--- src/procPkg.sv ---
// shared widths and types for the 16-bit pipeline
// opcode and ALU operation encodings
// memory sizes and the NOP instruction word

package procPkg;

        typedef logic [15:0] dataT;     // word or byte address
        typedef logic [2:0]  regAddrT;  // register number
        typedef logic [15:0] instrT;    // instruction word

        // opcode sits in instr[15:11]
        typedef enum logic [4:0] {
                OP_HALT = 5'b00000,
                OP_NOP  = 5'b00001,
                OP_ADDI = 5'b01000,
                OP_BEQZ = 5'b01100,
                OP_BNEZ = 5'b01101,
                OP_ST   = 5'b10000,
                OP_LD   = 5'b10001,
                OP_ADD  = 5'b11000,
                OP_SUB  = 5'b11001,
                OP_AND  = 5'b11010,
                OP_XOR  = 5'b11011
        } opcodeT;

        typedef enum logic [1:0] {
                ALU_ADD = 2'b00,
                ALU_SUB = 2'b01,
                ALU_AND = 2'b10,
                ALU_XOR = 2'b11
        } aluOpT;

        //////////////////////////////////////////////////
        // memories, word index from address bits 8..1
        //////////////////////////////////////////////////
        localparam int IMEM_WORDS = 256;
        localparam int DMEM_WORDS = 256;
        localparam int IMEM_AW    = 8;
        localparam int DMEM_AW    = 8;
        localparam int NUM_REGS   = 8;

        // bubble word used by fetch on reset, flush and halt
        localparam instrT NOP_INSTR = {OP_NOP, 11'b0};

endpackage

--- src/fetchStage.sv ---
// fetch stage: program counter, loadable instruction memory
// and the IF/ID register with stall, flush and halt handling

`timescale 1ns/1ps

module fetchStage (
        input  logic           clk,
        input  logic           rst,
        input  logic           stall,
        input  logic           haltSeen,
        input  logic           branchTaken,
        input  procPkg::dataT  branchTarget,
        input  logic           imemWe,
        input  procPkg::dataT  imemAddr,
        input  procPkg::instrT imemData,
        output procPkg::instrT ifIdInstr,
        output procPkg::dataT  ifIdPcNext
);
        import procPkg::*;

        instrT imem [IMEM_WORDS];
        dataT  pc;
        dataT  pcNext;
        instrT instr;

        assign pcNext = pc + 16'd2;
        assign instr  = imem[pc[IMEM_AW:1]];    // async read

        // program load port, used while rst is high
        always_ff @(posedge clk) begin
                if (imemWe)
                        imem[imemAddr[IMEM_AW:1]] <= imemData;
        end

        always_ff @(posedge clk) begin
                if (rst)
                        pc <= '0;
                else if (branchTaken)
                        pc <= branchTarget;     // resolved in EX
                else if (!(stall || haltSeen))
                        pc <= pcNext;
        end

        //////////////////////////////////////////////////
        // IF/ID register
        //////////////////////////////////////////////////
        always_ff @(posedge clk) begin
                if (rst || branchTaken)
                        ifIdInstr <= NOP_INSTR;
                else if (stall)
                        ifIdInstr <= ifIdInstr; // keep a HALT held behind a load too
                else if (haltSeen)
                        ifIdInstr <= NOP_INSTR; // nothing past HALT enters decode
                else
                        ifIdInstr <= instr;
        end

        always_ff @(posedge clk) begin
                if (!stall)
                        ifIdPcNext <= pcNext;
        end

        // word aligned fetch, including targets coming back from EX
        assert property (@(posedge clk) disable iff (rst) pc[0] == 1'b0);

endmodule

--- config.mk ---
export PLATFORM = sky130hd
export DESIGN_NAME = fetchStage
export DESIGN_NICKNAME = d
export VERILOG_FILES = /design/src/procPkg.sv /design/src/fetchStage.sv
export SDC_FILE = /design/constraint.sdc
export NUM_CORES = 2
export LEC_CHECK = 0
export ABC_AREA = 1
export BUFFER_PORTS_ARGS = -buffer_cell sky130_fd_sc_hd__buf_2
export CAP_MARGIN = 20
export CORE_AREA = 2 2 650 652
export CTS_BUF_LIST = sky130_fd_sc_hd__clkbuf_4 sky130_fd_sc_hd__clkbuf_8
export CTS_CLUSTER_SIZE = 16
export DETAILED_ROUTE_END_ITERATION = 10
export DIE_AREA = 0 0 652 654
export GPL_ROUTABILITY_DRIVEN = 0
export MAX_ROUTING_LAYER = met4
export SLEW_MARGIN = 20
export SYNTH_ARGS = -nofsm -noshare
export SYNTH_HDL_FRONTEND = slang
export SYNTH_SLANG_ARGS = --single-unit
--- constraint.sdc ---
create_clock -name clk -period 3.3 [get_ports clk]
set_input_delay 0.66 -clock clk [delete_from_list [all_inputs] [get_ports clk]]
set_output_delay 0.66 -clock clk [all_outputs]
set_load 0.005 [all_outputs]
# Yosys cells after proc, flatten, opt, wreduce, memory -nomap -nowiden
# Memories as Yosys holds them, arrays and structs flattened. A register that Yosys moved wholly into a read port is not among the register bits.
# Index checks and enable logic that the tools add are counted.
# Widths: inputs -> output; s select.
[op_classes] add_sub_neg=1 n_mul=0 n_div=0 magnitude_cmp=0 n_eq_ne=1 n_shift=0 muxes=7 bitwise=0 n_reduce_logical=2
[op_table] operator="$mux 16" n=3
[op_table] operator="$add 16x2->16 const B" n=1
[op_table] operator="$mux 8" n=2
[op_table] operator="$logic_or 1x1->1" n=2
[op_table] operator="$mux 1" n=2
[op_table] operator="$ne 2x2->1 const B" n=1
[totals] ff_bits=48 latchBits=0 ramBits=4096 mem_bits_ro=0 inputBits=54 output_inout_bits=32 wordCells=15 n_memories=1
[memory_table] name="imem" words=256 width=16 read_ports=1 rd_clocked_by_memory_dff=1 wr=1 line="fetchStage.sv:21" rtl="instrT imem [IMEM_WORDS];"

# Logic depth before layout (Yosys ltp)
[logic_depth] ltp_word=5 ltp_mapped=17 ltp_nobuf=13

# Worst setup path before layout
# Ideal clock, no wire load.
[synth_timing] path_type="input to register" startpoint="in imemAddr[8]" endpoint="mem imem[181][0] (netlist name), enable pin" arrival_time_ns=2.213 required_ns=2.891 setup_slack_ns=0.678 path_stages=4 path_buffers=0 cell_sequence="inv_1 > nor2_1 > nand2_1 > nor3_1"
[synth_rtl] item="start: declaration" line="fetchStage.sv:14" rtl="input procPkg::dataT imemAddr,"
[synth_rtl] item="end: declaration" line="fetchStage.sv:21"
# Straight into the memory's write port.

==> qor.csv <==
metric,value,unit
clock sinks,4152,
# DRC,0,
row cnt,238,
sequential area share after synthesis,74.44,%
syn_area_per_cell,12.12,um^2
Via density,5.420,
most frequent cells in the layout,"nand2_1 (4181), edfxtp_1 (4112), nand3_1 (4087)",
Worst Hold Class,in -> reg,
cell area after placement,0.1786,mm^2
core footprint,0.4193,mm^2
total grt overflow,0,
period utilization,98.23,%
Synth Register Bits,4152,
drt total wl,488400,um
DR pass1 iterations,6,
hpwl dp,283900,um
Place WS,0.08819,ns
outcome,finished clean,
worst path arrival time,4.39,ns
Starting Density,39.82,%
DR vias,111000,
synthesis warning total,0,
Die ar.,0.4264,mm^2
total CTS buffers,671,
die width,652,um
total power draw,110.1,mW
worst slew pin tran,0.9487,ns
first-pass GRT wire length,710600,um
crit-path max FO,45,
share of cells above drive strength 1,13.27,%
Die Y,654,um
area grow syn2layout,14.97,%
Synth Net Count,13840,
Fin. Hold Viols,0,
Clock Skews,0.05733,ns
post-route cell area,0.1920,mm^2
via count of the first global-routing pass,104700,
startpoint types,flop,
antenna-violating nets left,0,
final setup margin,0.05827,ns
Post-Syn Instances,13780,
Crit Path Category,reg -> reg,
Final min period,3.242,ns
initial antenna violation count,30,
Post-Syn Area,0.1670,mm^2
Required @ worst endpoint,4.45,ns
clk buf depth,4,
Setup Viol. Count Final,0,
setup bufs post-CTS,0,
max-slew violation count,0,
gr usage total,22.99,%
Peak supply drop,0.4215,mV
port bufs,77,
1st-iter DRT viols,13200,
Max-Cap Viols,0,
leak pwr,67.32,nW
RSZ-0062 raised after global routing,yes,
Ports,86,
root buf cell,clkbuf_8,
CTS tree,built,
element type at the critical path end,flop,
Avg WL per Cell,23.85,um
synth unique cells,26,
Slew headroom,36.75,%
FMAX,308.5,MHz
number of H-tree levels,6,
PD cells,573.8,mW/mm^2
Final nets,14510,
largest net degree at the start of global routing,133,
"commonest non-fill, non-tap cell in the layout",nand2_1,
Util after Layout,45.78,%
clk_lat worst skew,1.23,ns
"CTS clk-pin slew, worst paths",0.06,ns
==> cell type report <==
| type | instances | area (um^2) |
|---|---|---|
| Antenna cell | 17 | 42.54 |
| Fill cell | 37410 | 227300 |
| Inverter | 51 | 235.2 |
| Clock inverter | 206 | 1296 |
| Timing Repair Buffer | 953 | 9976 |
| Sequential cell | 4152 | 124300 |
| Tap cell | 5520 | 6907 |
| Clock buffer | 950 | 11430 |
| Multi-Input combinational cell | 8630 | 37760 |
==> registers in the layout, indices dropped and copies added (netlist names), named ones only <==
name / cells
ifIdInstr: 16
imem: 4096
pc: 16
ifIdPcNext: 16
==> per-stage QoR <==
| step | TNS (ns) | std cells | hold slack, ns |
|---|---|---|---|
| floorplan | 0 | 13780 | 0.4086 |
| global placement | 0 | 19250 | 0.4150 |
| detailed placement | 0 | 19250 | 0.4276 |
| CTS | 0 | 20460 | 0.1578 |
| global route | -0.02928 | 20470 | 0.2289 |
| finish | 0 | 20480 | 0.2701 |
==> synthesized netlist by cell type (all sizes together) <==
cell	n	area share, %
nand3	4088	12
dfxtp	40	0.48
a2111oi	1	0.0052
buf	764	2.5
edfxtp	4112	74
nor3	5	0.018
a22oi	1	0.0045
xnor2	2	0.010
nor2	292	0.66
or2	1	0.0037
clkbuf	183	0.41
a21oi	21	0.063
a31oi	13	0.049
ha	1	0.0075
nand2	4197	9.4
inv	51	0.12
xor2	8	0.042
==> power by group <==
part,internal [mW],switching [mW]
Sequential,58.1,0.0861
Clock,22.6,20.3
Combinational,2.49,6.47
Total,83.2,26.9
==> worst max-delay path: stages (launching register included) <==
cell,delay (ns)
dfxtp_4,0.44
inv_16,0.34
buf_12,0.27
buf_12,0.25
buf_4,0.15
nand2_1,0.04
nand3_1,0.06
nand3_1,0.08
nand3_1,0.10
nand3_1,0.07
nand3_1,0.31
nand3_1,0.38
nand3_1,0.34
nand3_1,0.11
a21oi_1,0.15
==> cells by family (layout without fill, tap and decap cells) <==
| family | after synthesis | count (layout) | synth area share (%) |
|---|---|---|---|
| AOI/OAI and AO/OA | 36 | 36 | 0.1214 |
| adders and majority gates | 1 | 1 | 0.007493 |
| other | 0 | 17 | 0 |
| buffers and inverters | 998 | 2160 | 3.008 |
| DFF | 4152 | 4152 | 74.44 |
| and+or+nand+nor | 8583 | 8583 | 22.37 |
| xor gates and xnor gates | 10 | 10 | 0.05246 |
==> what timing repair did <==
action / 4_1_cts / 5_1_grt
endpoints found under the hold margin: 842 / 0
gates resized for setup: 0 / 1
hold buffers: 59 / 0
setup endpoints to repair: 0 / 2
==> routing by layer <==
layer	GRT usage [%]	wire length [um]	vias to the layer above
met2	34.77	224400	4995
met5	-	0	-
met1	31.14	201400	54460
met4	9.325	20310	0
li1	-	-	50650
met3	3.641	42390	896
==> final timing paths <==
check                           slack, ns            to         start  depth (start not counted)
worst max-delay path                 0.06  ifIdInstr[7]          flop                         14
worst min-delay path                 0.27  imem[184][2]        imemWe                          4
worst max register to register       0.06  ifIdInstr[7]          flop                         14
worst min register to register       0.46  ifIdInstr[2]  ifIdInstr[2]                          2
Note: power is estimated with default switching activity, not from simulation.
