File: src/procPkg.sv
// shared widths and types for the 16-bit pipeline
// opcode and ALU operation encodings
// memory sizes and the NOP instruction word

package procPkg;

        typedef logic [15:0] dataT;     // word or byte address
        typedef logic [2:0]  regAddrT;  // register number
        typedef logic [15:0] instrT;    // instruction word

        // opcode sits in instr[15:11]
        typedef enum logic [4:0] {
                OP_HALT = 5'b00000,
                OP_NOP  = 5'b00001,
                OP_ADDI = 5'b01000,
                OP_BEQZ = 5'b01100,
                OP_BNEZ = 5'b01101,
                OP_ST   = 5'b10000,
                OP_LD   = 5'b10001,
                OP_ADD  = 5'b11000,
                OP_SUB  = 5'b11001,
                OP_AND  = 5'b11010,
                OP_XOR  = 5'b11011
        } opcodeT;

        typedef enum logic [1:0] {
                ALU_ADD = 2'b00,
                ALU_SUB = 2'b01,
                ALU_AND = 2'b10,
                ALU_XOR = 2'b11
        } aluOpT;

        //////////////////////////////////////////////////
        // memories, word index from address bits 8..1
        //////////////////////////////////////////////////
        localparam int IMEM_WORDS = 256;
        localparam int DMEM_WORDS = 256;
        localparam int IMEM_AW    = 8;
        localparam int DMEM_AW    = 8;
        localparam int NUM_REGS   = 8;

        // bubble word used by fetch on reset, flush and halt
        localparam instrT NOP_INSTR = {OP_NOP, 11'b0};

endpackage

File: src/decodeStage.sv
// decode stage: control decode and immediate extension,
// write-through register file, load-use hazard detect
// and the ID/EX pipeline register

`timescale 1ns/1ps

module decodeStage (
        input  logic             clk,
        input  logic             rst,
        input  procPkg::instrT   ifIdInstr,
        input  procPkg::dataT    ifIdPcNext,
        input  logic             branchTaken,
        input  logic             wbValid,
        input  procPkg::regAddrT wbRd,
        input  procPkg::dataT    wbData,
        input  logic             laterHalt,
        output logic             stall,
        output logic             haltSeen,
        output procPkg::dataT    idExRs1Val,
        output procPkg::dataT    idExRs2Val,
        output procPkg::dataT    idExImm,
        output procPkg::dataT    idExPcNext,
        output procPkg::regAddrT idExRs,
        output procPkg::regAddrT idExRt,
        output procPkg::regAddrT idExRd,
        output procPkg::aluOpT   idExAluOp,
        output logic             idExUseImm,
        output logic             idExRegWrite,
        output logic             idExMemRead,
        output logic             idExMemWrite,
        output logic             idExBranch,
        output logic             idExBranchNz,
        output logic             idExHalt,
        output logic             idExIllegal
);
        import procPkg::*;

        opcodeT  op;
        regAddrT rs, rt, rd;
        dataT    imm, rs1Val, rs2Val;
        aluOpT   aluOp;
        logic    useImm, regWrite, memRead, memWrite;
        logic    branch, branchNz, halt, illegal;
        dataT    regs [NUM_REGS];

        assign op = opcodeT'(ifIdInstr[15:11]);
        assign rs = ifIdInstr[10:8];
        assign rt = ifIdInstr[7:5];

        //////////////////////////////////////////////////
        // control decode
        //////////////////////////////////////////////////
        always_comb begin
                rd       = ifIdInstr[7:5];      // I-format dest
                aluOp    = ALU_ADD;             // address math for LD/ST
                useImm   = 1'b0;
                regWrite = 1'b0;
                memRead  = 1'b0;
                memWrite = 1'b0;
                branch   = 1'b0;
                branchNz = 1'b0;
                halt     = 1'b0;
                illegal  = 1'b0;
                case (op)
                        OP_ADD, OP_SUB, OP_AND, OP_XOR: begin
                                rd       = ifIdInstr[4:2];
                                aluOp    = aluOpT'(op[1:0]);    // low bits match aluOpT
                                regWrite = 1'b1;
                        end
                        OP_ADDI: begin
                                useImm   = 1'b1;
                                regWrite = 1'b1;
                        end
                        OP_LD: begin
                                useImm   = 1'b1;
                                regWrite = 1'b1;
                                memRead  = 1'b1;
                        end
                        OP_ST: begin
                                useImm   = 1'b1;
                                memWrite = 1'b1;
                        end
                        OP_BEQZ: branch = 1'b1;
                        OP_BNEZ: begin
                                branch   = 1'b1;
                                branchNz = 1'b1;
                        end
                        OP_HALT: halt = 1'b1;
                        OP_NOP:  ;
                        default: illegal = 1'b1;        // behaves as NOP otherwise
                endcase
        end

        // imm8 for branches, imm5 for everything else
        assign imm = branch ? {{8{ifIdInstr[7]}}, ifIdInstr[7:0]}
                            : {{11{ifIdInstr[4]}}, ifIdInstr[4:0]};

        //////////////////////////////////////////////////
        // register file
        //////////////////////////////////////////////////
        always_ff @(posedge clk) begin
                if (rst) begin
                        for (int i = 0; i < NUM_REGS; i++)
                                regs[i] <= '0;
                end else if (wbValid) begin
                        regs[wbRd] <= wbData;
                end
        end

        // write-through, same-cycle WB result seen here
        assign rs1Val = (wbValid && wbRd == rs) ? wbData : regs[rs];
        assign rs2Val = (wbValid && wbRd == rt) ? wbData : regs[rt];

        // load in EX feeding IF/ID: one bubble
        assign stall    = idExMemRead && (idExRd == rs || idExRd == rt);
        assign haltSeen = (op == OP_HALT) || laterHalt;

        //////////////////////////////////////////////////
        // ID/EX register
        //////////////////////////////////////////////////
        always_ff @(posedge clk) begin
                if (rst || branchTaken || stall) begin
                        idExUseImm   <= 1'b0;
                        idExRegWrite <= 1'b0;
                        idExMemRead  <= 1'b0;
                        idExMemWrite <= 1'b0;
                        idExBranch   <= 1'b0;
                        idExBranchNz <= 1'b0;
                        idExHalt     <= 1'b0;
                        idExIllegal  <= 1'b0;
                end else begin
                        idExUseImm   <= useImm;
                        idExRegWrite <= regWrite;
                        idExMemRead  <= memRead;
                        idExMemWrite <= memWrite;
                        idExBranch   <= branch;
                        idExBranchNz <= branchNz;
                        idExHalt     <= halt;
                        idExIllegal  <= illegal;
                end
        end

        always_ff @(posedge clk) begin
                idExRs1Val <= rs1Val;
                idExRs2Val <= rs2Val;
                idExImm    <= imm;
                idExPcNext <= ifIdPcNext;
                idExRs     <= rs;
                idExRt     <= rt;
                idExRd     <= rd;
                idExAluOp  <= aluOp;
        end

        // MEM/WB register never hands an unknown dest to the file
        assert property (@(posedge clk) disable iff (rst) wbValid |-> !$isunknown(wbRd));

endmodule

File: config.mk
export PLATFORM = sky130hd
export DESIGN_NAME = decodeStage
export DESIGN_NICKNAME = d
export VERILOG_FILES = /design/src/procPkg.sv /design/src/decodeStage.sv
export SDC_FILE = /design/constraint.sdc
export NUM_CORES = 1
export LEC_CHECK = 0
export BUFFER_PORTS_ARGS = -buffer_cell sky130_fd_sc_hd__buf_2
export CORE_MARGIN = 5
export CORE_UTILIZATION = 51
export CTS_CLUSTER_DIAMETER = 50
export CTS_CLUSTER_SIZE = 10
export DETAILED_ROUTE_END_ITERATION = 6
export HOLD_SLACK_MARGIN = 0.03
export PLACE_DENSITY = 0.8
export SYNTH_ARGS = -nofsm -noshare
export SYNTH_HDL_FRONTEND = slang
export SYNTH_SLANG_ARGS = --single-unit
File: constraint.sdc
create_clock -name clk -period 1.6 [get_ports clk]
set_clock_uncertainty 0.1 [all_clocks]
set_input_delay 0.16 -clock clk [delete_from_list [all_inputs] [get_ports clk]]
set_output_delay 0.16 -clock clk [all_outputs]
set_load 0.02 [all_outputs]
======== Yosys cells after proc, flatten, opt, wreduce, memory -nomap -nowiden ========
Memories as Yosys holds them, arrays and structs flattened.
Index checks and enable logic that the tools add are counted.
cells by class
  order comparisons ....................... 0
  bitwise gates (word level) .............. 0
  shift-type cells ........................ 0
  mux-type cells .......................... 20
  multiply operators ...................... 0
  reductions and logical operators ........ 14
  eq/ne operators ......................... 14
  add/subtract/negate cells ............... 0
  div/mod/pow operators ................... 0
operators with widths
  kind                                            count
  2-to-1 mux 16 bit                               4
  == test 5 bit (second input constant)           6
  OR reduction 16 bit                             1
  == test 5 x 4 -> 1 bit (second input constant)  3
  2-to-1 mux 1 bit                                14
  == test 3 bit                                   4
  OR reduction 11 bit                             1
  2-to-1 mux 3 bit                                2
  OR reduction 6 bit                              1
  == test 5 x 1 -> 1 bit (second input constant)  1
  logical NOT 5 bit                               1
  logical OR 1 bit                                4
  OR reduction 4 bit                              1
  logical AND 1 bit                               3
  OR reduction 3 bit                              1
  OR reduction 2 bit                              1
word-level totals
  memories kept ........................... 1
  latch bits .............................. 0
  input port bits ......................... 56
  output and inout bits ................... 85
  word-level logic and storage cells ...... 65
  ROM bits ................................ 0
  bits in writable memories ............... 128
  register bits after elaboration ......... 83
memory list
  memory  words  bits a word  rd ports  clocked after Yosys merged registers in  write ports  RTL line           RTL
  regs    8      16           2         0                                        8            decodeStage.sv:44  dataT regs [NUM_REGS];

======== Depth between registers and ports, before layout ========
  word-level depth ........................ 5
  gate-level depth with buffers ........... 7
  gate-level depth less buffers ........... 4

======== Least setup slack after synthesis ========
Ideal clock, no wire load.
  kind .................................... input-to-reg
  start ................................... input wbRd[2]
  end ..................................... memory regs[0][0] in the netlist's numbering, enable pin
  data required time ...................... 1.166 ns
  slack ................................... 0.047 ns
  data arrival time ....................... 1.119 ns
  stages on the path ...................... 3
  library setup time ...................... 0.334 ns
  buffers on the path ..................... 0
  cell sequence ........................... or3b_4 > nor3_4 > or2_2
RTL lines
  item         RTL line           RTL
  from (decl)  decodeStage.sv:14  input procPkg::regAddrT wbRd,
  to (decl)    decodeStage.sv:44

======== Worst setup path after layout ========
  start ................................... register idExRd[1]
  end ..................................... output stall
between the ends
  word-level cells in the longest chain between the ends .. 3
  elaborated cells on any way between the ends .. 4
  those cells by class .................... 2 x eq/ne; 2 x reduce/logical
ends and longest elaborated chain
  item                    RTL line            RTL
  from (decl)             decodeStage.sv:25   output procPkg::regAddrT idExRd,
  from (signal assigned)  decodeStage.sv:150  idExRd <= rd;
  == test 3 bit           decodeStage.sv:115  assign stall = idExMemRead && (idExRd == rs || idExRd == rt);
  logical OR 1 bit *      decodeStage.sv:115
  logical AND 1 bit *     decodeStage.sv:115
  to (decl)               decodeStage.sv:17   output logic stall,
Mark *: on every way between the ends. The rest lies on a longest branch, timed or not.

==> key figures <==
Run status
  • Status: finished with violations
  • Failing checks: setup timing

Logic synthesis
  • Yosys reg bits: ~200
  • Mux contribution to synthesized area: 20.2%
  • Seq/Total Area, Yosys: 59.1%
  • XOR/XNOR share of the synthesized area: 1.16%
  • Most frequent cell after synthesis: and2_1
  • Main synth FF type: edfxtp_1
  • Syn avg cell area: roughly 15 um^2
  • Synth cell count leaders: and2_1 (129), edfxtp_1 (128), dfxtp_1 (75), mux4_2 (60), nor2_1 (42)
  • Gate Count Post-Synth: approximately 620
  • Warnings, synthesis: 0
  • Adder-Cell Fraction of Synth Area: 0%
  • Synth top area cells: edfxtp_1 (43%), dfxtp_1 (17%), mux4_2 (15%)
  • Synth Cell Area: 0.00904 mm^2
  • FFs w/ async S/R, synth: 0%
  • Synth top area share: 42.5%
  • Largest family of logic cells by synthesized area: multiplexers
  • Synth unique cells: 36
  • Syn nets: between 600 and 700
  • Synth Area in Compound Gates: approximately 2%
  • Yosys top cell by area: edfxtp_1
  • Number of flops mapped to enable cells by yosys: 128
  • Simple-Gate Fraction of Synth Area: 14.2%

Setup path
  • WP data required: 1.34 ns
  • Critical path arrival: 1.47 ns
  • Critical Path, Cell by Cell: xnor2_1 -> nand3_1 -> a21boi_2 -> buf_6
  • WS Path Type: flop to primary output
  • Element type at the critical path start: flop
  • CP bufs+invs: 1
  • Max FO, Critical Path: 3
  • Slowest CP cell: dfxtp_2
  • Critical Path Max Stage Delay: between 0.3 and 0.4 ns
  • CP top delay family: flip-flops
  • CP endpoint kind: primary output

Floorplanning
  • Ports: 141
  • Initial Util: 52.1%
  • Num rows: 48
  • Die X: 143 um
  • Die ar.: ~0.020 mm^2
  • Chip height: about 140 um
  • Core ar.: 0.0174 mm^2

CTS
  • Clk sink count: 203
  • Longest Clk Path Bufs: 3
  • Worst-path clk slew: 0.05 ns
  • CTS tree: done
  • Htree depth: 1
  • Clock latency on the worst-skew pair: about 0.52 ns
  • Number of buffers created by CTS: 26
  • Root Driver: clkbuf_16

Final layout
  • Nets@finish: 895
  • Final std cells w/o fill: 1083
  • Layout cells sized above 1: 35.0%
  • # fillers: 1187
  • Syn-to-layout area delta: 28.3%
  • Antenna Cells: 0

Power
  • Leak pwr: 4.64 nW
  • Maximum vdd drop: 1.01 mV
  • Power density cells: 1130 mW/mm^2
  • Comb power frac: approximately 13%
  • Cell Int Power: 9.92 mW
  • Clock Power Share: 39.8%
  • Sw Ratio: 24.5%
  • Total power: 13.1 mW
  • Seq pwr share: 46.8%
  • Psw: 3.22 mW

Timing
  • Final WS setup: -0.133 ns
  • Unrepaired setup endpoints after global routing: yes
  • TNS Setup: -0.133 ns
  • Final Hold Viols: 0
  • Worst relative slew slack: between 60% and 70%
  • Period utilization: 108%
  • Post-route minimum period: between 1.5 and 2 ns
  • F_max: 0.577 GHz
  • Final slew viol count: 0
  • Setup Viol. Count Final: 1
  • Least-Margin Pin Slew: approximately 0.57 ns

Job
  • Maxcap violations: 0

Global routing
  • Vias in the first global route: 6524
  • Gr ovfl total: 0
  • GRT Util Overall: between 20% and 30%
  • Initial antenna violation count: 0
  • Largest net degree at the start of global routing: 33
  • First-pass GRT wire length: 35.7 mm

Route
  • Vias per cell: ~5.7
  • Drc violations: 0
  • DR WL/cell: around 21 um
  • Final WL: around 23 mm
  • DRT Pass-1 Iters: 5
  • Antenna viol nets, final: 0
  • Initial DRC count: 536
  • Detailed-route via count: 6131

Place
  • IO Port Bufs: 140
  • GPL Wtd Cong: between 0.8 and 0.9
  • Cell total after placement: 974
  • HPWL after DPL: 14.4 mm
  • Place WS: -0.0698 ns

Hold path
  • Hold Path Class: primary input to flop
## final timing paths
path                                                from  depth (start not counted)  slack [ns]                      to
worst max-delay path                   idExRd[1]$_DFF_P_                          4       -0.13                   stall
worst min-delay path                        ifIdInstr[6]                          4        0.06      idExImm[6]$_DFF_P_
worst max register to register  regs[2][3]$_SDFFCE_PN0P_                          3        0.12   idExRs2Val[3]$_DFF_P_
worst min register to register    idExMemRead$_SDFF_PP0_                          3        0.69  idExMemRead$_SDFF_PP0_
## cell type report
class	count	area [um^2]	area share (%)
Sequential cell	203	5350	46.1
Multi-Input combinational cell	369	3430	29.6
Timing Repair Buffer	239	1770	15.3
Clock buffer	42	732	6.31
Tap cell	225	282	2.43
Clock inverter	5	33.8	0.291
## flip-flops by register name, summed over array words and instances, names as in the netlist, 3 cells and up
register    count
idExRs1Val     16
regs          128
idExRt          3
idExRs2Val     16
idExPcNext     16
idExRs          3
idExImm         8
idExRd          3
## layout by cell type (no fill, tap or decap), drive strengths merged, types with 4 or more instances in the layout
cell,Yosys,routed
and2,129,129
xnor2,12,12
mux2i,34,34
buf,36,180
mux4,64,64
nand2,14,14
clkbuf,10,42
edfxtp,128,128
dlygate4sd3,0,59
a21oi,33,33
nor2,46,46
or2,9,9
dfxtp,75,75
nand3,4,4
## metal layers
metal	track usage [%]	up-vias	wire (um)
met1	25.8	3034	8040
li1	-	2704	-
met5	0	-	0
met4	9.90	0	916
met2	42.8	317	12600
met3	3.38	76	1520
## power by group through the flow
stage / sequential (mW) / clock, mW / combinational (mW)
2_1_floorplan: 6.42 / 0 / 0.806
3_3_place_gp: 6.21 / 0 / 1.58
3_5_place_dp: 6.24 / 0 / 1.62
4_1_cts: 6.14 / 5.29 / 1.76
5_1_grt: 6.18 / 5.57 / 1.87
6_report: 6.15 / 5.24 / 1.76
## worst reg2reg max path, cell delays in order (launching register included)
cell	delay, ns
edfxtp_1	0.43
mux4_2	0.50
mux2i_1	0.18
a21oi_1	0.14
## kinds of logic after synthesis
group                  after synthesis
XOR/XNOR                            12
flip-flops                         203
AO/OA/AOI/OAI                       35
multiplexers                       101
AND/OR/NAND/NOR                    221
buffers and inverters               46
## timing repair
action / in CTS / in global routing
endpoints found under the setup margin: 1 / 5
pin swaps: 2 / 2
setup buffers: 2 / 1
hold endpoints to repair: 203 / 1
hold buffers: 59 / 1
resized for setup: 10 / 2
## stage by stage
stage / cell area (um^2) / utilization (%) / hold slack, ns
floorplan: 9040 / - / 0.0877
global placement: 10200 / 58.6 / 0.162
detailed placement: 10200 / 58.6 / 0.164
CTS: 11600 / 66.8 / 0.0452
global route: 11600 / 66.9 / 0.0839
finish: 11600 / 66.9 / 0.0625
Note: power is estimated with default switching activity, not from simulation.
