## src/procPkg.sv

```systemverilog
// shared widths and types for the 16-bit pipeline
// opcode and ALU operation encodings
// memory sizes and the NOP instruction word

package procPkg;

        typedef logic [15:0] dataT;     // word or byte address
        typedef logic [2:0]  regAddrT;  // register number
        typedef logic [15:0] instrT;    // instruction word

        // opcode sits in instr[15:11]
        typedef enum logic [4:0] {
                OP_HALT = 5'b00000,
                OP_NOP  = 5'b00001,
                OP_ADDI = 5'b01000,
                OP_BEQZ = 5'b01100,
                OP_BNEZ = 5'b01101,
                OP_ST   = 5'b10000,
                OP_LD   = 5'b10001,
                OP_ADD  = 5'b11000,
                OP_SUB  = 5'b11001,
                OP_AND  = 5'b11010,
                OP_XOR  = 5'b11011
        } opcodeT;

        typedef enum logic [1:0] {
                ALU_ADD = 2'b00,
                ALU_SUB = 2'b01,
                ALU_AND = 2'b10,
                ALU_XOR = 2'b11
        } aluOpT;

        //////////////////////////////////////////////////
        // memories, word index from address bits 8..1
        //////////////////////////////////////////////////
        localparam int IMEM_WORDS = 256;
        localparam int DMEM_WORDS = 256;
        localparam int IMEM_AW    = 8;
        localparam int DMEM_AW    = 8;
        localparam int NUM_REGS   = 8;

        // bubble word used by fetch on reset, flush and halt
        localparam instrT NOP_INSTR = {OP_NOP, 11'b0};

endpackage

```

## src/exMemIf.sv

```systemverilog
// EX/MEM pipeline register bundle
// src side written by execute, dst side read by memory

`timescale 1ns/1ps

interface exMemIf;
        import procPkg::*;

        logic    regWrite;      // result goes to rd
        logic    memRead;       // LD
        logic    memWrite;      // ST
        logic    halt;
        logic    illegal;       // bad opcode, travels to err
        regAddrT rd;
        dataT    aluOut;        // result or memory address
        dataT    storeData;     // forwarded rt for ST

        modport src (output regWrite, memRead, memWrite, halt, illegal,
                     output rd, aluOut, storeData);
        modport dst (input regWrite, memRead, memWrite, halt, illegal,
                     input rd, aluOut, storeData);

endinterface

```

## src/executeStage.sv

```systemverilog
// execute stage: EX/MEM and MEM/WB forwarding, ALU,
// branch resolution and the EX/MEM register

`timescale 1ns/1ps

module executeStage (
        input  logic             clk,
        input  logic             rst,
        input  procPkg::dataT    idExRs1Val,
        input  procPkg::dataT    idExRs2Val,
        input  procPkg::dataT    idExImm,
        input  procPkg::dataT    idExPcNext,
        input  procPkg::regAddrT idExRs,
        input  procPkg::regAddrT idExRt,
        input  procPkg::regAddrT idExRd,
        input  procPkg::aluOpT   idExAluOp,
        input  logic             idExUseImm,
        input  logic             idExRegWrite,
        input  logic             idExMemRead,
        input  logic             idExMemWrite,
        input  logic             idExBranch,
        input  logic             idExBranchNz,
        input  logic             idExHalt,
        input  logic             idExIllegal,
        input  logic             wbValid,
        input  procPkg::regAddrT wbRd,
        input  procPkg::dataT    wbData,
        output logic             branchTaken,
        output procPkg::dataT    branchTarget,
        exMemIf.src              exMem
);
        import procPkg::*;

        dataT opA, opB, aluB, aluOut;
        logic isZero;

        // newest producer wins: EX/MEM, then MEM/WB, then regfile value
        function automatic dataT fwdSel(input regAddrT src, input dataT idVal);
                if (exMem.regWrite && exMem.rd == src)
                        return exMem.aluOut;
                else if (wbValid && wbRd == src)
                        return wbData;
                else
                        return idVal;
        endfunction

        assign opA  = fwdSel(idExRs, idExRs1Val);
        assign opB  = fwdSel(idExRt, idExRs2Val);      // also the ST data
        assign aluB = idExUseImm ? idExImm : opB;

        //////////////////////////////////////////////////
        // ALU
        //////////////////////////////////////////////////
        always_comb begin
                case (idExAluOp)
                        ALU_ADD: aluOut = opA + aluB;
                        ALU_SUB: aluOut = opA - aluB;   // rs - rt
                        ALU_AND: aluOut = opA & aluB;
                        default: aluOut = opA ^ aluB;
                endcase
        end

        // branch tests the forwarded rs
        assign isZero       = (opA == '0);
        assign branchTaken  = idExBranch && (idExBranchNz ? !isZero : isZero);
        assign branchTarget = idExPcNext + idExImm;

        //////////////////////////////////////////////////
        // EX/MEM register
        //////////////////////////////////////////////////
        always_ff @(posedge clk) begin
                if (rst) begin
                        exMem.regWrite <= 1'b0;
                        exMem.memRead  <= 1'b0;
                        exMem.memWrite <= 1'b0;
                        exMem.halt     <= 1'b0;
                        exMem.illegal  <= 1'b0;
                end else begin
                        exMem.regWrite <= idExRegWrite;
                        exMem.memRead  <= idExMemRead;
                        exMem.memWrite <= idExMemWrite;
                        exMem.halt     <= idExHalt;
                        exMem.illegal  <= idExIllegal;
                end
        end

        always_ff @(posedge clk) begin
                exMem.rd        <= idExRd;
                exMem.aluOut    <= aluOut;
                exMem.storeData <= opB;
        end

        // younger slot squashed after a redirect, no second branch behind it
        assert property (@(posedge clk) disable iff (rst)
                branchTaken |=> !(idExBranch || idExRegWrite || idExMemWrite || idExHalt));

endmodule

```

## src/flat_wrapper.sv

```systemverilog
// flat-port wrapper written by rule: the top's interface ports become plain ports
module executeStage_flat import procPkg::*;
  (clk, rst, idExRs1Val, idExRs2Val, idExImm, idExPcNext, idExRs, idExRt, idExRd, idExAluOp, idExUseImm, idExRegWrite, idExMemRead, idExMemWrite, idExBranch, idExBranchNz, idExHalt, idExIllegal, wbValid, wbRd, wbData, branchTaken, branchTarget, exMem_regWrite, exMem_memRead, exMem_memWrite, exMem_halt, exMem_illegal, exMem_rd, exMem_aluOut, exMem_storeData);
  exMemIf exMem_i ();
  input  logic clk;
  input  logic rst;
  input  procPkg::dataT idExRs1Val;
  input  procPkg::dataT idExRs2Val;
  input  procPkg::dataT idExImm;
  input  procPkg::dataT idExPcNext;
  input  procPkg::regAddrT idExRs;
  input  procPkg::regAddrT idExRt;
  input  procPkg::regAddrT idExRd;
  input  procPkg::aluOpT idExAluOp;
  input  logic idExUseImm;
  input  logic idExRegWrite;
  input  logic idExMemRead;
  input  logic idExMemWrite;
  input  logic idExBranch;
  input  logic idExBranchNz;
  input  logic idExHalt;
  input  logic idExIllegal;
  input  logic wbValid;
  input  procPkg::regAddrT wbRd;
  input  procPkg::dataT wbData;
  output logic branchTaken;
  output procPkg::dataT branchTarget;
  output wire logic [$bits(exMem_i.regWrite)-1:0] exMem_regWrite;
  output wire logic [$bits(exMem_i.memRead)-1:0] exMem_memRead;
  output wire logic [$bits(exMem_i.memWrite)-1:0] exMem_memWrite;
  output wire logic [$bits(exMem_i.halt)-1:0] exMem_halt;
  output wire logic [$bits(exMem_i.illegal)-1:0] exMem_illegal;
  output wire logic [$bits(exMem_i.rd)-1:0] exMem_rd;
  output wire logic [$bits(exMem_i.aluOut)-1:0] exMem_aluOut;
  output wire logic [$bits(exMem_i.storeData)-1:0] exMem_storeData;
  assign exMem_regWrite = exMem_i.regWrite;
  assign exMem_memRead = exMem_i.memRead;
  assign exMem_memWrite = exMem_i.memWrite;
  assign exMem_halt = exMem_i.halt;
  assign exMem_illegal = exMem_i.illegal;
  assign exMem_rd = exMem_i.rd;
  assign exMem_aluOut = exMem_i.aluOut;
  assign exMem_storeData = exMem_i.storeData;
  executeStage u_core (.clk(clk), .rst(rst), .idExRs1Val(idExRs1Val), .idExRs2Val(idExRs2Val), .idExImm(idExImm), .idExPcNext(idExPcNext), .idExRs(idExRs), .idExRt(idExRt), .idExRd(idExRd), .idExAluOp(idExAluOp), .idExUseImm(idExUseImm), .idExRegWrite(idExRegWrite), .idExMemRead(idExMemRead), .idExMemWrite(idExMemWrite), .idExBranch(idExBranch), .idExBranchNz(idExBranchNz), .idExHalt(idExHalt), .idExIllegal(idExIllegal), .wbValid(wbValid), .wbRd(wbRd), .wbData(wbData), .branchTaken(branchTaken), .branchTarget(branchTarget), .exMem(exMem_i));
endmodule
```

## config.mk

```make
export PLATFORM = sky130hd
export DESIGN_NAME = executeStage_flat
export DESIGN_NICKNAME = d
export VERILOG_FILES = /design/src/procPkg.sv /design/src/exMemIf.sv /design/src/executeStage.sv /design/src/flat_wrapper.sv
export SDC_FILE = /design/constraint.sdc
export NUM_CORES = 1
export LEC_CHECK = 0
export ABC_AREA = 1
export ABC_CLOCK_PERIOD_IN_PS = 5900
export BUFFER_PORTS_ARGS = -buffer_cell sky130_fd_sc_hd__buf_2
export CORE_ASPECT_RATIO = 1.2
export CORE_MARGIN = 2
export CORE_UTILIZATION = 40
export CTS_BUF_LIST = sky130_fd_sc_hd__clkbuf_8
export DETAILED_ROUTE_END_ITERATION = 6
export PLACE_DENSITY_LB_ADDON = 0.3
export SYNTH_ARGS = -nofsm -noshare
export SYNTH_HDL_FRONTEND = slang
export SYNTH_SLANG_ARGS = --single-unit
```

## constraint.sdc

```tcl
create_clock -name clk -period 5.9 [get_ports clk]
set_clock_uncertainty 0.1 [all_clocks]
set_input_delay 0 -clock clk [delete_from_list [all_inputs] [get_ports clk]]
set_output_delay 0 -clock clk [all_outputs]
set_load 0.05 [all_outputs]
```

== Yosys cells after proc, flatten, opt, wreduce, memory -nomap -nowiden ==
Index checks and enable logic that the tools add are counted.
Word-level totals
  memories: 0
  bits in read-only memories: 0
  RAM bits: 0
  output and inout port bits: 57
  word-level logic and storage cells: 34
  bits in registers: 40
  bits in latches: 0
  bits of input ports: 105
Operators by class
  div/mod/pow operators: 0
  shifts and indexed selects: 0
  equality and inequality tests: 6
  $lt $le $gt $ge: 0
  add/subtract/negate cells: 3
  bitwise logic cells: 2
  multiply operators: 0
  muxes and demuxes: 7
  reduce and logical (&&, ||, !) cells: 8
Operators by type and width (number)
  $mux W16: 5
  $pmux W16 S3: 1
  $add A16 B16 Y16: 2
  $and A16 B16 Y16: 1
  $logic_not A16 Y1: 1
  $sub A16 B16 Y16: 1
  $xor A16 B16 Y16: 1
  $eq A3 B3 Y1: 4
  $logic_and A1 B1 Y1: 5
  $eq A2 B1 Y1 const B: 1
  $eq A2 B2 Y1 const B: 1
  $logic_not A2 Y1: 1
  $logic_not A1 Y1: 1
  $mux W1: 1

== Logic depth before layout (Yosys ltp) ==
  depth in word-level cells: 8
  depth in mapped cells: 30
  gate-level depth less buffers: 29

== Worst setup path before layout ==
OpenSTA, ideal clock, no wires.
  path type: flip-flop to flip-flop
  from: register u_core.exMem.rd[0]
  to: register u_core.exMem.aluOut[12]
  cell stages (with the launch flop): 28
  library setup time: 120 ps
  data arrival time: 3819 ps
  required time: 5680 ps
  setup slack: 1861 ps
  cells stage by stage: dfxtp_1 -> o21ai_0 -> nor2_1 -> nand2_2 -> buf_6 -> buf_6 -> o211ai_2 -> nand2_4 -> inv_1 -> ha_1 -> or2_2 -> o21ai_0 -> inv_1 -> fa_1 -> inv_1 -> nand3_1 -> nand2_1 -> nand2_1 -> nand2_1 -> a21oi_1 -> nor2_1 -> o22ai_1 -> o21ai_0 -> nand3_1 -> nand2_1 -> nand2_1 -> nand3_1 -> nand3_1
On the way
  cells in the longest elaborated chain, start to end: 6
  elaborated cells on any way between the ends: 12
  those cells by class: 2 x add/sub; 2 x eq/ne; 4 x mux; 2 x bitwise; 2 x reduce/logical
RTL lines
  start: declaration: line exMemIf.sv:19  | output rd, aluOut, storeData);
  start signal: assignment: line executeStage.sv:88  | exMem.rd <= idExRd;
  $eq A3 B3 Y1: line executeStage.sv:39  | if (exMem.regWrite && exMem.rd == src)
  $logic_and A1 B1 Y1: line executeStage.sv:39
  $mux W16: line executeStage.sv:39
  $mux W16: line executeStage.sv:49  | assign aluB = idExUseImm ? idExImm : opB;
  $sub A16 B16 Y16, or another cell as far along: line executeStage.sv:57  | ALU_SUB: aluOut = opA - aluB;
  $pmux W16 S3 (*): line executeStage.sv:55  | case (idExAluOp)
  net u_core.aluOut[12]: line executeStage.sv:34  | dataT opA, opB, aluB, aluOut;
  end: declaration: line exMemIf.sv:19
The timed path passes the listed nets; every way through them passes the cells marked *.
A chain may end at the register's enable or synchronous reset.

== Final worst setup path ==
Ends and elaborated chain as after synthesis.

==> impl_metrics.tcl <==
set metrics [dict create \
    die_w_um 100 \
    cts_resized 0 \
    slew_headroom_pct 46.2 \
    dpl_worst_slack_ns 1.65 \
    avgSynthCellArea_um2 6.42 \
    rsz0062_at_grt "false" \
    synth_edf_count 0 \
    use_met3_pct 2.82 \
    drive_gt1_share_pct 25.0 \
    power.density_nw_per_um2 233 \
    grt_pass1_vias 4772 \
    place_area_um2 5320 \
    timing.final.crit_share_pct 72.8 \
    grt_max_degree 33 \
    dieArea_um2 12000 \
    diodes 0 \
    yosysWarningCount 0 \
    final.setup.tns_ns 0 \
    grt_util_met2_pct 43.7 \
    required_ns 6.00 \
    die_h_um 119 \
    routabilityCongestion 0.931 \
    yosysTopAreaCell "dfxtp_1" \
    cts-buffers-inserted 5 \
    critPathLaunchType "register" \
    drtPass1Iterations 5 \
    start_util_pct 40.7 \
    syn-num-nets 846 \
    irDropWorstVdd_v 0.0000815 \
    status "finished clean" \
    critical_path.max_fanout 20 \
    clock_sinks 40 \
    wl_per_cell_um 14.5 \
    clk_path_buf_depth 2 \
    drt_iter0_markers 360 \
    ys_top_cells_by_area "dfxtp_1, nand2_1, ha_1, inv_1, nand3_1" \
    critPathKind "reg2reg" \
    grt_use_met1_pct 29.4 \
    top_level_ports 162 \
    worst_slew_pin_slew_ns 0.807 \
    vias 5059 \
    cts-htree-levels 2 \
    yosysSeqAreaShare_pct 18.0 \
    routed_wl_mm 14.7 \
    drv_cap 0 \
    fmax_mhz 233 \
    finalHoldViolations 0 \
    synth_area_um2 4450 \
    fin_ws_ns 1.60 \
    fin_area_um2 5780 \
    hold_slack_ns 0.00590 \
    postCtsSetupRepairBufs 0 \
    port_buffers 161 \
    fin_nets 1036 \
    fp-row-count 42 \
    clkTransAtPathRegs_ns 0.09 \
    p_leak_nw 3.22 \
    hold_path_class "in2reg" \
    cts_tree "built" \
    grt-ovfl-total 0 \
    dp_hpwl_mm 11.8 \
    grt_pass1_wl_mm 23.0 \
    setup_viol_count_final 0 \
    grt_busiest_layer "met2" \
    cp.arrival_ns 4.39 \
    drc 0 \
    core_um2 10900 \
    ys_ff_latch 40 \
    synth-main-ff-cell "dfxtp_1" \
    netlist.area_leader.share_pct 18.0 \
    critical_path.endpoint_type "register" \
    finalMaxSlewViolations 0 \
    cts_root_buf "clkbuf_8" \
    track_usage_pct 23.9 \
    final_antenna_net_count 0 \
    ys_types 46 \
    antenna_found_initial 0 \
    synthArstFlopShare_pct 0 \
    syn_to_final_growth_pct 30.1 \
    clk_latency_ns 0.30 \
    layout_min_cycle_time_ns 4.30 \
    syn_inst 692 \
    viasPerCell 4.98 \
]
-- metal layers --
metal	routed length, µm	vias to the layer above
met2	7340	177
li1	-	2630
met3	874	19
met1	6220	2233
met5	0	-
met4	240	0
-- timing repair --
item,CTS,global route
hold endpoints to repair,24,0
hold buffers,38,0
endpoints found under the setup margin,0,0
-- placed cells by master, fill, tap and decap left out, types with 6 or more instances in the layout --
cell and count:
nand3_1 60, nand2_2 11, nand2_1 162, ha_1 47, inv_1 98, o211ai_1 9
buf_2 161, xor2_1 25, a21oi_1 50, nor2_1 51, or2_2 20, nor3_1 6
o21ai_0 34, dlygate4sd3_1 38, xnor2_1 9, dfxtp_1 40
-- logic make-up (layout without fill, tap and decap cells) --
group / Yosys count / count (layout) / synth area share [%]
xor+xnor: 34 / 34 / 6.70
simple gates: 335 / 335 / 35.0
buf+inv: 117 / 308 / 10.9
fa+ha+maj: 49 / 49 / 14.1
compound gates: 117 / 117 / 15.2
flops: 40 / 40 / 18.0
-- worst max-delay path: stages (launching register included) --
cell,delay (ns)
dfxtp_1,0.38
o21ai_0,0.10
nor2_1,0.12
nand2_2,0.28
inv_2,0.31
nand2_1,0.10
nand3_1,0.09
nand2_1,0.12
ha_1,0.29
or2_2,0.28
o21ai_0,0.11
inv_1,0.09
fa_1,0.39
inv_1,0.09
nand3_1,0.07
nand2_1,0.10
nand2_1,0.05
nand2_1,0.05
a21oi_1,0.08
nor2_1,0.16
o22ai_1,0.13
o21ai_0,0.28
nand3_1,0.14
nand2_1,0.08
nand2_1,0.05
nand3_1,0.07
nand3_1,0.06
-- worst paths after layout --
check / to / slack, ns / cells after the start / startpoint
worst min register to register: u_core.exMem.storeData[2] / 0.43 / 2 / u_core.exMem.aluOut[2]
worst min-delay path: u_core.exMem.storeData[3] / 0.006 / 5 / wbData[3]
worst max-delay path: u_core.exMem.aluOut[12] / 1.60 / 26 / u_core.exMem.rd[0]
worst max register to register: u_core.exMem.aluOut[12] / 1.60 / 26 / u_core.exMem.rd[0]
-- sequential cells by signal, summed over array words and instances, names as in the netlist --
register	flops
u_core.exMem.aluOut	16
u_core.exMem.halt	1
u_core.exMem.illegal	1
u_core.exMem.memRead	1
u_core.exMem.memWrite	1
u_core.exMem.rd	3
u_core.exMem.regWrite	1
u_core.exMem.storeData	16
-- synthesized netlist by cell type, types with 2 or more instances --
master	instances
a21oi_1	50
nand3_2	5
buf_6	5
or2_2	20
o21ai_0	34
nor2_1	51
xnor2_1	9
xor2_1	25
a21o_1	2
nand4_1	3
nand3b_1	4
inv_1	98
o21bai_1	2
clkbuf_1	7
nand2_4	4
o211ai_1	9
dfxtp_1	40
buf_2	5
o21a_1	3
ha_1	47
a221o_1	2
a21boi_0	2
nor2_4	3
a31oi_1	3
nand2_1	162
nor3b_1	2
nand2_2	11
nor3_1	6
nand3_1	60
fa_1	2
-- where the power goes --
part | internal (mW) | switching [mW] | total (mW)
Combinational | 0.250 | 0.556 | 0.806
Sequential | 0.315 | 0.0393 | 0.354
Clock | 0.0826 | 0.106 | 0.188
-- stage by stage --
step	instances	util, %	total power [mW]
CTS	1015	52.9	1.35
global placement	969	48.6	1.13
global route	1015	52.9	1.43
floorplan	692	-	0.933
detailed placement	969	48.6	1.14
finish	1015	52.9	1.35
-- area by class of cell --
type | instances | area, µm²
repair buffers | 201 | 1200
clock inverters | 3 | 18.8
flip-flops and latches | 40 | 801
well taps | 132 | 165
clock buffers | 5 | 68.8
multi-input cells | 535 | 3160
fillers | 1127 | 5150
inverters | 99 | 372
Note: power is estimated with default switching activity, not from simulation.
